**config.mk**
```make
export PLATFORM = sky130hd
export DESIGN_NAME = cpu_top
export DESIGN_NICKNAME = d
export VERILOG_FILES = /design/src/cpu_pkg.sv /design/src/cpu_alu.sv /design/src/cpu_decode.sv /design/src/cpu_sequencer.sv /design/src/cpu_datapath.sv /design/src/cpu_top.sv
export VERILOG_INCLUDE_DIRS = /design/src
export SDC_FILE = /design/constraint.sdc
export NUM_CORES = 1
export LEC_CHECK = 0
export BUFFER_PORTS_ARGS = -buffer_cell sky130_fd_sc_hd__buf_2
export CORE_MARGIN = 2
export CORE_UTILIZATION = 62
export CTS_CLUSTER_DIAMETER = 120
export DETAILED_ROUTE_END_ITERATION = 10
export PLACE_DENSITY = 0.81
export SYNTH_ARGS = -nofsm -noshare
export SYNTH_HDL_FRONTEND = slang
export SYNTH_SLANG_ARGS = --single-unit
```
**constraint.sdc**
```tcl
create_clock -name i_clk -period 6.2 [get_ports i_clk]
set_input_delay 1.24 -clock i_clk [delete_from_list [all_inputs] [get_ports i_clk]]
set_output_delay 1.24 -clock i_clk [all_outputs]
set_load 0.005 [all_outputs]
```
**src/cpu_consts.svh**
```systemverilog
`ifndef CPU_CONSTS_SVH
`define CPU_CONSTS_SVH

// reset vector low byte, high byte follows
`define CPU_RST_VECTOR  16'hfffc
`define CPU_ZERO_PAGE   8'h00       // high address byte of zero-page operands

// loads
`define CPU_OP_LDA_IMM  8'ha9
`define CPU_OP_LDA_ZPG  8'ha5
`define CPU_OP_LDA_ABS  8'had
`define CPU_OP_LDX_IMM  8'ha2
`define CPU_OP_LDX_ZPG  8'ha6
`define CPU_OP_LDX_ABS  8'hae
`define CPU_OP_LDY_IMM  8'ha0
`define CPU_OP_LDY_ZPG  8'ha4
`define CPU_OP_LDY_ABS  8'hac

// stores
`define CPU_OP_STA_ZPG  8'h85
`define CPU_OP_STA_ABS  8'h8d
`define CPU_OP_STX_ZPG  8'h86
`define CPU_OP_STX_ABS  8'h8e
`define CPU_OP_STY_ZPG  8'h84
`define CPU_OP_STY_ABS  8'h8c

// accumulator alu group
`define CPU_OP_ORA_IMM  8'h09
`define CPU_OP_ORA_ZPG  8'h05
`define CPU_OP_ORA_ABS  8'h0d
`define CPU_OP_AND_IMM  8'h29
`define CPU_OP_AND_ZPG  8'h25
`define CPU_OP_AND_ABS  8'h2d
`define CPU_OP_EOR_IMM  8'h49
`define CPU_OP_EOR_ZPG  8'h45
`define CPU_OP_EOR_ABS  8'h4d
`define CPU_OP_ADC_IMM  8'h69
`define CPU_OP_ADC_ZPG  8'h65
`define CPU_OP_ADC_ABS  8'h6d
`define CPU_OP_CMP_IMM  8'hc9
`define CPU_OP_CMP_ZPG  8'hc5
`define CPU_OP_CMP_ABS  8'hcd
`define CPU_OP_SBC_IMM  8'he9
`define CPU_OP_SBC_ZPG  8'he5
`define CPU_OP_SBC_ABS  8'hed

// implied
`define CPU_OP_TAX      8'haa
`define CPU_OP_TAY      8'ha8
`define CPU_OP_TXA      8'h8a
`define CPU_OP_TYA      8'h98
`define CPU_OP_INX      8'he8
`define CPU_OP_INY      8'hc8
`define CPU_OP_DEX      8'hca
`define CPU_OP_DEY      8'h88
`define CPU_OP_CLC      8'h18
`define CPU_OP_SEC      8'h38
`define CPU_OP_NOP      8'hea

`define CPU_OP_JMP_ABS  8'h4c

`endif

```
**src/cpu_pkg.sv**
```systemverilog
package cpu_pkg;

    typedef logic [7:0]  byte_t;    // data bus and register width
    typedef logic [15:0] addr_t;

    // bus cycle sequencer states
    typedef enum logic [2:0] {
        st_boot_lo,     // reset vector low byte
        st_boot_hi,
        st_fetch,       // opcode on the bus, sync high
        st_decode,      // first byte after the opcode
        st_zpg,
        st_abs_hi,
        st_abs_mem,
        st_jam
    } cpu_state_t;

    // subtract is add with the second operand inverted
    typedef enum logic [1:0] {
        alu_add,
        alu_and,
        alu_or,
        alu_eor
    } alu_op_t;

    typedef enum logic [1:0] {
        reg_none,
        reg_a,
        reg_x,
        reg_y
    } reg_sel_t;

    typedef enum logic [1:0] {
        res_data,       // straight from the bus
        res_alu,
        res_reg         // source register, for transfers
    } res_src_t;

    typedef enum logic [2:0] {
        mode_imp,
        mode_imm,
        mode_zpg,
        mode_abs,
        mode_jmp
    } mode_t;

endpackage

```
**src/cpu_alu.sv**
```systemverilog
module cpu_alu (
    input  cpu_pkg::byte_t   i_a,
    input  cpu_pkg::byte_t   i_b,
    input  logic             i_cin,
    input  cpu_pkg::alu_op_t i_op,
    output cpu_pkg::byte_t   o_res,
    output logic             o_cout
);
    import cpu_pkg::*;

    logic [8:0] sum;    // bit 8 is the carry out

    assign sum = {1'b0, i_a} + {1'b0, i_b} + {8'h00, i_cin};

    always_comb begin
        o_res  = sum[7:0];
        o_cout = i_cin;     // logic ops leave the carry as it came in
        case (i_op)
            alu_add: o_cout = sum[8];
            alu_and: o_res = i_a & i_b;
            alu_or:  o_res = i_a | i_b;
            alu_eor: o_res = i_a ^ i_b;
        endcase
    end

endmodule

```
**src/cpu_decode.sv**
```systemverilog
`include "cpu_consts.svh"

module cpu_decode (
    input  logic                i_clk,
    input  logic                i_rst,
    input  cpu_pkg::byte_t      i_data,
    input  logic                i_ir_load,
    output cpu_pkg::mode_t      o_mode,
    output logic                o_is_store,
    output logic                o_illegal,
    output cpu_pkg::reg_sel_t   o_src_reg,
    output cpu_pkg::reg_sel_t   o_dst_reg,
    output cpu_pkg::res_src_t   o_res_src,
    output cpu_pkg::alu_op_t    o_alu_op,
    output logic                o_b_inv,
    output logic                o_cin_sel,      // high picks the carry flag
    output logic                o_cin_const,
    output logic                o_carry_we
);
    import cpu_pkg::*;

    byte_t ir;
    byte_t opcode;

    // operand mode from the bbb field of a load, store or alu opcode
    function automatic mode_t mem_mode(input byte_t op);
        case (op[4:2])
            3'b001:  return mode_zpg;
            3'b011:  return mode_abs;
            default: return mode_imm;
        endcase
    endfunction

    // register named by the cc field of a load or store
    function automatic reg_sel_t ld_st_reg(input byte_t op);
        case (op[1:0])
            2'b01:   return reg_a;
            2'b10:   return reg_x;
            default: return reg_y;
        endcase
    endfunction

    always_ff @(posedge i_clk) begin
        if (i_rst)
            ir <= `CPU_OP_JMP_ABS;
        else if (i_ir_load)
            ir <= i_data;
    end

    // opcode is live on the bus during the fetch cycle
    assign opcode = i_ir_load ? i_data : ir;

    always_comb begin
        o_mode      = mode_imp;
        o_is_store  = 1'b0;
        o_illegal   = 1'b0;
        o_src_reg   = reg_none;
        o_dst_reg   = reg_none;
        o_res_src   = res_data;
        o_alu_op    = alu_add;
        o_b_inv     = 1'b0;
        o_cin_sel   = 1'b0;
        o_cin_const = 1'b0;
        o_carry_we  = 1'b0;
        case (opcode)
            `CPU_OP_LDA_IMM, `CPU_OP_LDA_ZPG, `CPU_OP_LDA_ABS,
            `CPU_OP_LDX_IMM, `CPU_OP_LDX_ZPG, `CPU_OP_LDX_ABS,
            `CPU_OP_LDY_IMM, `CPU_OP_LDY_ZPG, `CPU_OP_LDY_ABS: begin
                o_mode    = mem_mode(opcode);
                o_dst_reg = ld_st_reg(opcode);
            end
            `CPU_OP_STA_ZPG, `CPU_OP_STA_ABS, `CPU_OP_STX_ZPG,
            `CPU_OP_STX_ABS, `CPU_OP_STY_ZPG, `CPU_OP_STY_ABS: begin
                o_mode     = mem_mode(opcode);
                o_is_store = 1'b1;
                o_src_reg  = ld_st_reg(opcode);
            end
            `CPU_OP_ORA_IMM, `CPU_OP_ORA_ZPG, `CPU_OP_ORA_ABS,
            `CPU_OP_AND_IMM, `CPU_OP_AND_ZPG, `CPU_OP_AND_ABS,
            `CPU_OP_EOR_IMM, `CPU_OP_EOR_ZPG, `CPU_OP_EOR_ABS,
            `CPU_OP_ADC_IMM, `CPU_OP_ADC_ZPG, `CPU_OP_ADC_ABS,
            `CPU_OP_CMP_IMM, `CPU_OP_CMP_ZPG, `CPU_OP_CMP_ABS,
            `CPU_OP_SBC_IMM, `CPU_OP_SBC_ZPG, `CPU_OP_SBC_ABS: begin
                o_mode    = mem_mode(opcode);
                o_src_reg = reg_a;
                o_dst_reg = reg_a;
                o_res_src = res_alu;
                case (opcode[7:5])     // aaa field picks the operation
                    3'b000: o_alu_op = alu_or;
                    3'b001: o_alu_op = alu_and;
                    3'b010: o_alu_op = alu_eor;
                    3'b011: begin      // adc
                        o_cin_sel  = 1'b1;
                        o_carry_we = 1'b1;
                    end
                    3'b110: begin      // cmp, a - m with only the carry kept
                        o_dst_reg   = reg_none;
                        o_b_inv     = 1'b1;
                        o_cin_const = 1'b1;
                        o_carry_we  = 1'b1;
                    end
                    default: begin     // sbc
                        o_b_inv    = 1'b1;
                        o_cin_sel  = 1'b1;
                        o_carry_we = 1'b1;
                    end
                endcase
            end
            `CPU_OP_TAX: begin
                o_src_reg = reg_a;
                o_dst_reg = reg_x;
                o_res_src = res_reg;
            end
            `CPU_OP_TAY: begin
                o_src_reg = reg_a;
                o_dst_reg = reg_y;
                o_res_src = res_reg;
            end
            `CPU_OP_TXA: begin
                o_src_reg = reg_x;
                o_dst_reg = reg_a;
                o_res_src = res_reg;
            end
            `CPU_OP_TYA: begin
                o_src_reg = reg_y;
                o_dst_reg = reg_a;
                o_res_src = res_reg;
            end
            `CPU_OP_INX, `CPU_OP_INY: begin
                o_src_reg   = (opcode == `CPU_OP_INX) ? reg_x : reg_y;
                o_dst_reg   = o_src_reg;
                o_res_src   = res_alu;
                o_cin_const = 1'b1;    // r + 0 + 1
            end
            `CPU_OP_DEX, `CPU_OP_DEY: begin
                o_src_reg = (opcode == `CPU_OP_DEX) ? reg_x : reg_y;
                o_dst_reg = o_src_reg;
                o_res_src = res_alu;
                o_b_inv   = 1'b1;      // r + ff
            end
            `CPU_OP_CLC, `CPU_OP_SEC: begin
                o_alu_op    = alu_and;  // carry passes straight through
                o_cin_const = (opcode == `CPU_OP_SEC);
                o_carry_we  = 1'b1;
            end
            `CPU_OP_JMP_ABS: o_mode = mode_jmp;
            `CPU_OP_NOP: begin
            end
            default: o_illegal = 1'b1;
        endcase
    end

endmodule

```
**src/cpu_sequencer.sv**
```systemverilog
`include "cpu_consts.svh"

module cpu_sequencer (
    input  logic            i_clk,
    input  logic            i_rst,
    input  cpu_pkg::byte_t  i_data,
    input  cpu_pkg::mode_t  i_mode,
    input  logic            i_is_store,
    input  logic            i_illegal,
    output cpu_pkg::addr_t  o_addr,
    output logic            o_rw,
    output logic            o_sync,
    output logic            o_jam,
    output logic            o_ir_load,
    output logic            o_exec,
    output logic            o_store
);
    import cpu_pkg::*;

    cpu_state_t state;
    cpu_state_t state_nxt;
    addr_t      pc;
    byte_t      op_lo;      // first operand byte, also vector low byte
    byte_t      op_hi;
    logic       mem_cycle;  // data cycle of a zpg or abs instruction
    logic       pc_inc;
    logic       pc_load;

    assign mem_cycle = (state == st_zpg) || (state == st_abs_mem);

    always_comb begin
        state_nxt = state;
        case (state)
            st_boot_lo: state_nxt = st_boot_hi;
            st_boot_hi: state_nxt = st_fetch;
            st_fetch:   state_nxt = i_illegal ? st_jam : st_decode;
            st_decode: begin
                case (i_mode)
                    mode_zpg:           state_nxt = st_zpg;
                    mode_abs, mode_jmp: state_nxt = st_abs_hi;
                    default:            state_nxt = st_fetch;
                endcase
            end
            st_abs_hi:  state_nxt = (i_mode == mode_jmp) ? st_fetch : st_abs_mem;
            st_zpg:     state_nxt = st_fetch;
            st_abs_mem: state_nxt = st_fetch;
            default:    state_nxt = st_jam;     // stuck until reset
        endcase
    end

    always_comb begin
        case (state)
            st_boot_lo: o_addr = `CPU_RST_VECTOR;
            st_boot_hi: o_addr = `CPU_RST_VECTOR + 16'd1;
            st_zpg:     o_addr = {`CPU_ZERO_PAGE, op_lo};
            st_abs_mem: o_addr = {op_hi, op_lo};
            default:    o_addr = pc;
        endcase
    end

    // implied ops only peek at the next byte
    assign pc_inc = (state == st_fetch) ||
                    (state == st_decode && i_mode != mode_imp) ||
                    (state == st_abs_hi && i_mode == mode_abs);
    assign pc_load = (state == st_boot_hi) ||
                     (state == st_abs_hi && i_mode == mode_jmp);

    always_ff @(posedge i_clk) begin
        if (i_rst) begin
            state <= st_boot_lo;
            pc    <= '0;
        end else begin
            state <= state_nxt;
            if (pc_load)
                pc <= {i_data, op_lo};
            else if (pc_inc)
                pc <= pc + 16'd1;
        end
    end

    always_ff @(posedge i_clk) begin
        if (state == st_boot_lo || state == st_decode)
            op_lo <= i_data;
        if (state == st_abs_hi)
            op_hi <= i_data;
    end

    assign o_sync    = (state == st_fetch);
    assign o_ir_load = (state == st_fetch);     // opcode arrives in the same cycle
    assign o_jam     = (state == st_jam);
    assign o_store   = mem_cycle && i_is_store;
    assign o_rw      = !o_store;

    // immediate and implied execute while the operand byte is on the bus
    assign o_exec = (mem_cycle && !i_is_store) ||
                    (state == st_decode && (i_mode == mode_imm || i_mode == mode_imp));

endmodule

```
**src/cpu_datapath.sv**
```systemverilog
module cpu_datapath (
    input  logic                i_clk,
    input  logic                i_rst,
    input  cpu_pkg::byte_t      i_data,
    input  logic                i_exec,
    input  logic                i_store,
    input  cpu_pkg::reg_sel_t   i_src_reg,
    input  cpu_pkg::reg_sel_t   i_dst_reg,
    input  cpu_pkg::res_src_t   i_res_src,
    input  cpu_pkg::alu_op_t    i_alu_op,
    input  logic                i_b_inv,
    input  logic                i_cin_sel,
    input  logic                i_cin_const,
    input  logic                i_carry_we,
    output cpu_pkg::byte_t      o_dor
);
    import cpu_pkg::*;

    byte_t    a;
    byte_t    x;
    byte_t    y;
    logic     carry;
    byte_t    src_val;
    byte_t    alu_b;
    logic     alu_cin;
    byte_t    alu_res;
    logic     alu_cout;
    byte_t    result;
    reg_sel_t pend_dst;     // lands one cycle after exec
    byte_t    pend_res;
    logic     pend_cwe;
    logic     pend_c;

    always_comb begin
        case (i_src_reg)
            reg_a:   src_val = a;
            reg_x:   src_val = x;
            reg_y:   src_val = y;
            default: src_val = '0;
        endcase
    end

    // memory operand only meets the accumulator, index counting adds zero
    assign alu_b   = ((i_src_reg == reg_a) ? i_data : 8'h00) ^ {8{i_b_inv}};
    assign alu_cin = i_cin_sel ? carry : i_cin_const;

    cpu_alu u_alu (
        .i_a    (src_val),
        .i_b    (alu_b),
        .i_cin  (alu_cin),
        .i_op   (i_alu_op),
        .o_res  (alu_res),
        .o_cout (alu_cout)
    );

    always_comb begin
        case (i_res_src)
            res_alu: result = alu_res;
            res_reg: result = src_val;
            default: result = i_data;   // loads
        endcase
    end

    always_ff @(posedge i_clk) begin
        if (i_rst) begin
            pend_dst <= reg_none;
            pend_cwe <= 1'b0;
        end else begin
            pend_dst <= i_exec ? i_dst_reg : reg_none;
            pend_cwe <= i_exec && i_carry_we;
        end
    end

    always_ff @(posedge i_clk) begin
        pend_res <= result;
        pend_c   <= alu_cout;
    end

    // write back during the next opcode fetch
    always_ff @(posedge i_clk) begin
        if (i_rst) begin
            a     <= '0;
            x     <= '0;
            y     <= '0;
            carry <= 1'b0;
        end else begin
            case (pend_dst)
                reg_a:   a <= pend_res;
                reg_x:   x <= pend_res;
                reg_y:   y <= pend_res;
                default: begin
                end
            endcase
            if (pend_cwe)
                carry <= pend_c;
        end
    end

    assign o_dor = i_store ? src_val : 8'h00;

endmodule

```
**src/cpu_top.sv**
```systemverilog
module cpu_top (
    input  logic            i_clk,
    input  logic            i_rst,
    input  cpu_pkg::byte_t  i_data,
    output cpu_pkg::addr_t  o_addr,
    output cpu_pkg::byte_t  o_dor,
    output logic            o_rw,
    output logic            o_sync,
    output logic            o_jam
);
    import cpu_pkg::*;

    mode_t    mode;
    logic     is_store;
    logic     illegal;
    logic     ir_load;
    logic     exec;
    logic     store;
    reg_sel_t src_reg;
    reg_sel_t dst_reg;
    res_src_t res_src;
    alu_op_t  alu_op;
    logic     b_inv;
    logic     cin_sel;
    logic     cin_const;
    logic     carry_we;

    cpu_sequencer u_seq (
        .i_clk      (i_clk),
        .i_rst      (i_rst),
        .i_data     (i_data),
        .i_mode     (mode),
        .i_is_store (is_store),
        .i_illegal  (illegal),
        .o_addr     (o_addr),
        .o_rw       (o_rw),
        .o_sync     (o_sync),
        .o_jam      (o_jam),
        .o_ir_load  (ir_load),
        .o_exec     (exec),
        .o_store    (store)
    );

    cpu_decode u_dec (
        .i_clk       (i_clk),
        .i_rst       (i_rst),
        .i_data      (i_data),
        .i_ir_load   (ir_load),
        .o_mode      (mode),
        .o_is_store  (is_store),
        .o_illegal   (illegal),
        .o_src_reg   (src_reg),
        .o_dst_reg   (dst_reg),
        .o_res_src   (res_src),
        .o_alu_op    (alu_op),
        .o_b_inv     (b_inv),
        .o_cin_sel   (cin_sel),
        .o_cin_const (cin_const),
        .o_carry_we  (carry_we)
    );

    cpu_datapath u_dp (
        .i_clk       (i_clk),
        .i_rst       (i_rst),
        .i_data      (i_data),
        .i_exec      (exec),
        .i_store     (store),
        .i_src_reg   (src_reg),
        .i_dst_reg   (dst_reg),
        .i_res_src   (res_src),
        .i_alu_op    (alu_op),
        .i_b_inv     (b_inv),
        .i_cin_sel   (cin_sel),
        .i_cin_const (cin_const),
        .i_carry_we  (carry_we),
        .o_dor       (o_dor)
    );

endmodule

```
* Yosys cells after proc, flatten, opt, wreduce, memory -nomap -nowiden
Cells that the tools add are included.
** Operators by class
- Add/subtract/negate cells :: 3
- Eq/ne operators :: 75
- Mux-type cells :: 35
- Bitwise operators :: 5
- Reduce and logical (&&, ||, !) cells :: 40
** Operator list (number)
- equality test 8 bit (second input constant) :: 30
- one-hot mux 16 bit (4 select lines) :: 1
- equality test 8 x 7 -> 1 bit (second input constant) :: 7
- one-hot mux 8 bit (3 select lines) :: 2
- OR reduction 45 bit :: 1
- OR reduction 33 bit :: 1
- equality test 8 x 6 -> 1 bit (second input constant) :: 4
- two-way mux 16 bit :: 2
- two-way mux 8 bit :: 3
- OR reduction 22 bit :: 1
- equality test 3 x 2 -> 1 bit (second input constant) :: 7
- OR reduction 20 bit :: 1
- equality test 3 bit (second input constant) :: 6
- OR reduction 18 bit :: 1
- adder 16 x 1 -> 16 bit (second input constant) :: 1
- equality test 2 bit (second input constant) :: 8
- equality test 8 x 4 -> 1 bit (second input constant) :: 2
- one-hot mux 2 bit (2 select lines) :: 4
- one-hot mux 8 bit (2 select lines) :: 1
- bitwise XOR 8 bit :: 2
- one-hot mux 3 bit (5 select lines) :: 1
- one-hot mux 2 bit (7 select lines) :: 1
- equality test 3 x 1 -> 1 bit (second input constant) :: 4
- one-hot mux 2 bit (6 select lines) :: 1
- other kinds (26) :: 66
** Word-level totals
- Bits in registers :: 80
- Input port bits :: 10
- Output and inout bits :: 27

* Logic depth before layout (Yosys ltp)
- Depth in word-level cells :: 12
- Mapped depth :: 23
- Gate-level depth less buffers :: 19

* Cells and area by module
A second synthesis with hierarchy kept.
** Second synthesis, totals
- Cell total of the unflattened synthesis :: 697
- Area, all modules :: 6017.0 um^2
** Modules (own cells, without submodules)
- cpu_sequencer :: times used 1, cells each 214, area each 2016.9 um^2, sequential area each 860.8 um^2
- cpu_datapath :: times used 1, cells each 207, area each 1833.0 um^2, sequential area each 740.7 um^2
- cpu_decode :: times used 1, cells each 173, area each 1382.6 um^2, sequential area each 160.2 um^2
- cpu_alu :: times used 1, cells each 103, area each 784.5 um^2, sequential area each 0.0 um^2

* Least setup slack after synthesis
No wires, ideal clock.
- Kind :: in2reg
- From :: in i_data[3]
- To :: reg u_dp.pend_res[6]
- Setup time :: 0.128 ns
- Arrival :: 4.944 ns
- Setup slack :: 1.128 ns
- Stages :: 21
- Buffers on the path :: 3
- Cells stage by stage :: clkbuf_1 > nor4b_1 > nand3_1 > a21oi_1 > a31o_2 > nor4_2 > buf_4 > nor2_2 > buf_6 > nand2_1 > xor2_1 > fa_1 > fa_1 > nor2b_1 > o21ai_0 > a21boi_0 > o21a_1 > nor2_1 > xnor2_1 > o21ai_0 > o211ai_1
** Between the ends
- Longest elaborated chain between the ends :: 11
** Ends and longest elaborated chain
- start: declaration :: line cpu_top.sv:4 : input cpu_pkg::byte_t i_data,
- two-way mux 8 bit :: line cpu_decode.sv:51 : assign opcode = i_ir_load ? i_data : ir;
- equality test 8 bit, or another cell as far along :: line cpu_decode.sv:65 : case (opcode)
- OR reduction 20 bit (no line), or another cell as far along
- one-hot mux 2 bit (6 select lines) :: line cpu_decode.sv:65
- equality test 2 x 1 -> 1 bit :: line cpu_datapath.sv:35, cpu_datapath.sv:44
- two-way mux 8 bit :: line cpu_datapath.sv:44 : assign alu_b = ((i_src_reg == reg_a) ? i_data : 8'h00) ^ {8{i_b_inv}};
- bitwise XOR 8 bit :: line cpu_datapath.sv:44
- adder 8 x 8 -> 9 bit :: line cpu_alu.sv:13 : assign sum = {1'b0, i_a} + {1'b0, i_b} + {8'h00, i_cin};
- adder 9 x 1 -> 9 bit :: line cpu_alu.sv:13
- one-hot mux 8 bit (3 select lines) :: line cpu_alu.sv:18 : case (i_op)
- one-hot mux 8 bit (2 select lines) * :: line cpu_datapath.sv:57 : case (i_res_src)
- named net u_dp.result[6] :: line cpu_datapath.sv:28 : byte_t result;
- end signal: assignment :: line cpu_datapath.sv:75 : pend_res <= result;
- end: declaration :: line cpu_datapath.sv:30 : byte_t pend_res;
Mark *: on every way through the listed nets, which the timed path passes. The rest lies on a longest branch.
A chain may end at the register's enable or synchronous reset.

* Worst setup path in the final report
- From :: reg u_seq.state[1]
- To :: out o_dor[0]
** Between the ends
- Longest elaborated chain between the ends :: 8
** Ends and longest elaborated chain
- start: declaration :: line cpu_sequencer.sv:20 : cpu_state_t state;
- start signal: assignment :: line cpu_sequencer.sv:70 : state <= st_boot_lo;
- start signal: assignment :: line cpu_sequencer.sv:73 : state <= state_nxt;
- equality test 3 x 2 -> 1 bit :: line cpu_sequencer.sv:89 : assign o_ir_load = (state == st_fetch);
- two-way mux 8 bit :: line cpu_decode.sv:51
- equality test 8 bit, or another cell as far along :: line cpu_decode.sv:65
- OR reduction 20 bit (no line), or another cell as far along
- one-hot mux 2 bit (6 select lines) :: line cpu_decode.sv:65
- equality test 2 bit / equality test 2 x 1 -> 1 bit (equally long branches) :: line cpu_datapath.sv:35 : case (i_src_reg)
- one-hot mux 8 bit (3 select lines) :: line cpu_datapath.sv:35
- two-way mux 8 bit * :: line cpu_datapath.sv:99 : assign o_dor = i_store ? src_val : 8'h00;
- end: declaration :: line cpu_top.sv:6 : output cpu_pkg::byte_t o_dor,
Every way passes the cells marked *; elsewhere a longest branch is shown, timed or not.

==> flow_metrics.tcl <==
set metrics [dict create \
    status "finished, final reports clean" \
    hold_path_class "register to register" \
    fmax_mhz 184 \
    worstSkewPairLatency_ps 360 \
    dp_hpwl_um 11500 \
    final_net_count 742 \
    yosys.area.top_type "dfxtp_1" \
    p_sw_mw 1.06 \
    grt_max_degree 59 \
    cts_hold_buf 0 \
    wl_per_cell_um 19.6 \
    clock_skew_ps 17.4 \
    cts_tree "built" \
    start_util 0.647 \
    power.internal_mw 1.23 \
    ys_seq_elements 80 \
    async_flop_share 0 \
    switching_share 0.462 \
    drt-met1-wl_um 6660 \
    cts-root-buf "clkbuf_8" \
    relSlewSlack 0.306 \
    syn2layout_area_growth_pct 6.06 \
    start_kind "register" \
    crit_path_end_kind "output port" \
    vdd_ir_drop_max_mv 0.185 \
    holdPathStages 2 \
    drive_gt1_frac 0.123 \
    netlist_top_cells_area "dfxtp_1, edfxtp_1, mux2i_1" \
    pwr-share-seq 0.335 \
    synth_flop_cell "dfxtp_1" \
    gp_congestion 0.963 \
    setup_tns_ps 0 \
    grt_antenna_before_repair 0 \
    pwr-share-clk 0.165 \
    min_period_ps 5420 \
    comb_power_share 0.500 \
    clk_pin_slew_ps 90 \
    fin_util 0.686 \
    synthCells 704 \
    coreArea_mm2 0.00881 \
    syn_nets 735 \
    yosysSeqAreaShare 0.309 \
    detail-route-antenna-nets 0 \
    die_w_um 99.9 \
    power.density_mw_per_mm2 379 \
    synth_edf_count 16 \
    synth_area_mm2 0.00570 \
    final_cell_count_no_fill 824 \
    io_pins 37 \
    r2r_cells 19 \
    io_buffers 36 \
    grt_pass1_wl_um 25600 \
    viasPerCell 6.72 \
    cts_max_level 3 \
    rrSetupSlack_ps 910 \
    cts_resized 0 \
    dp_cells 808 \
    p_leak_nw 2.45 \
    rows 34 \
    yosysWarnings 0 \
    grt_use_total 0.323 \
    synth_top_area_share 0.225 \
    rsz0062_at_grt "false" \
    cts_inserted_buffers 9 \
    dieArea_mm2 0.00998 \
    cts.sinks 80 \
    drtPass1Iterations 5 \
    maxSlewViolCount 0 \
    vias 5535 \
    finalPower_mw 2.29 \
    wl_met2_um 7610 \
    dr.max_layer_used "met4" \
    worst_slew_pin_slew_ps 1040 \
    worstPathMaxFanout 30 \
    drt_iter0_markers 410 \
    die_h_um 99.9 \
    place_area_mm2 0.00586 \
    grt_pass1_vias 5073 \
    drt_wl_total_um 16100 \
    crit_arrival_ps 4180 \
    clock_path_buffers 2 \
    overflow 0 \
    post_cts_buffers 0 \
    antennaDiodeCount 0 \
    critical_path_class "register to output port" \
    drc 0 \
    hold_violations 0 \
    synth.avg_cell_area_um2 8.10 \
    met3_length_um 1200 \
    fin_crit_sh 0.875 \
    cp.required_ps 4960 \
    setup_viol 0 \
    ys_types 73 \
    maxCapViolations 0 \
    fin_area_mm2 0.00604 \
]
sequential cells by signal, summed over array words and instances, names as in the netlist, 3 cells and up:
| register | count |
|---|---|
| u_dec.ir | 8 |
| u_dp.a | 8 |
| u_dp.pend_res | 8 |
| u_dp.x | 8 |
| u_dp.y | 8 |
| u_seq.op_hi | 8 |
| u_seq.op_lo | 8 |
| u_seq.pc | 16 |
| u_seq.state | 3 |
power groups by stage:
stage	clock (mW)	sequential, mW	combinational (mW)
5_1_grt	0.405	0.781	1.25
6_report	0.379	0.768	1.15
3_3_place_gp	0	0.768	1.10
4_1_cts	0.382	0.762	1.12
3_5_place_dp	0	0.774	1.12
2_1_floorplan	0	0.711	0.886
worst paths after layout:
path | end | from
worst max-delay path | o_dor[0] | u_seq.state[1]
worst min-delay path | u_dp.carry | u_dp.pend_c
worst max register to register | u_dp.pend_res[6] | u_seq.state[1]
worst min register to register | u_dp.carry | u_dp.pend_c
metal layers:
layer | GRT usage | vias up
li1 | - | 2566
met1 | 0.416 | 2638
met2 | 0.541 | 273
met3 | 0.0467 | 58
met4 | 0.142 | 0
met5 | 0 | -
cells in the mapped netlist (14+ instances only):
master	instances
edfxtp_1	16
ha_1	19
o21ai_0	31
nand2b_1	16
dfxtp_1	64
nand3_1	23
a21oi_1	56
mux2i_1	30
nor2_1	65
nor2b_1	16
nand2_1	67
clkbuf_1	31
inv_1	26
nor3_1	14
layout by cell type (no fill, tap or decap), drive strengths merged, types with 3 or more instances in the layout:
cell	n
xnor2	10
nand3b	8
nor2	66
edfxtp	16
nor3	14
dfxtp	64
o21a	3
mux2i	31
or2	11
nand2	67
clkbuf	9
inv	31
o22a	8
a221o	9
or3	6
mux2	9
nor4	4
and3	11
a2bb2oi	3
o21ai	37
o22ai	9
and2	4
a21o	4
o211ai	7
xor2	10
o32ai	7
nor2b	16
a211o	5
nand3	24
ha	19
nor3b	12
a22oi	13
a21oi	56
a211oi	13
buf	44
nand2b	16
nand4	4
area by class of cell:
| cell class | instances | area [um^2] |
|---|---|---|
| multi-input cells | 549 | 3620 |
| clock buffers | 9 | 124 |
| flip-flops and latches | 80 | 1760 |
| repair buffers | 44 | 240 |
| well taps | 108 | 135 |
| clock inverters | 7 | 61.3 |
| inverters | 27 | 101 |
| fillers | 742 | 2760 |
worst max-delay path: stages (launching register included):
cell	delay, ps
dfxtp_1	570
or3b_1	570
inv_2	470
nor3b_1	170
a22oi_2	200
nand3_2	240
nor4_2	350
buf_4	250
mux2_2	360
a22oi_1	370
nor2_1	130
buf_2	150
through the flow:
| stage | setup WS (ps) | hold WS (ps) |
|---|---|---|
| global route | 446 | 507 |
| detailed placement | 589 | 465 |
| global placement | 872 | 450 |
| floorplan | 1130 | 436 |
| finish | 777 | 479 |
| CTS | 854 | 487 |
cell families (layout without fill, tap and decap cells):
logic type / after synthesis / in the layout / synth area share
adder cells (fa/ha/maj): 21 / 21 / 0.0487
XOR/XNOR: 20 / 20 / 0.0307
multiplexers: 40 / 40 / 0.0729
AND/OR/NAND/NOR: 274 / 274 / 0.248
flip-flops: 80 / 80 / 0.309
buffers and inverters: 75 / 87 / 0.0569
AO/OA/AOI/OAI: 194 / 194 / 0.233
Note: power is estimated with default switching activity, not from simulation.
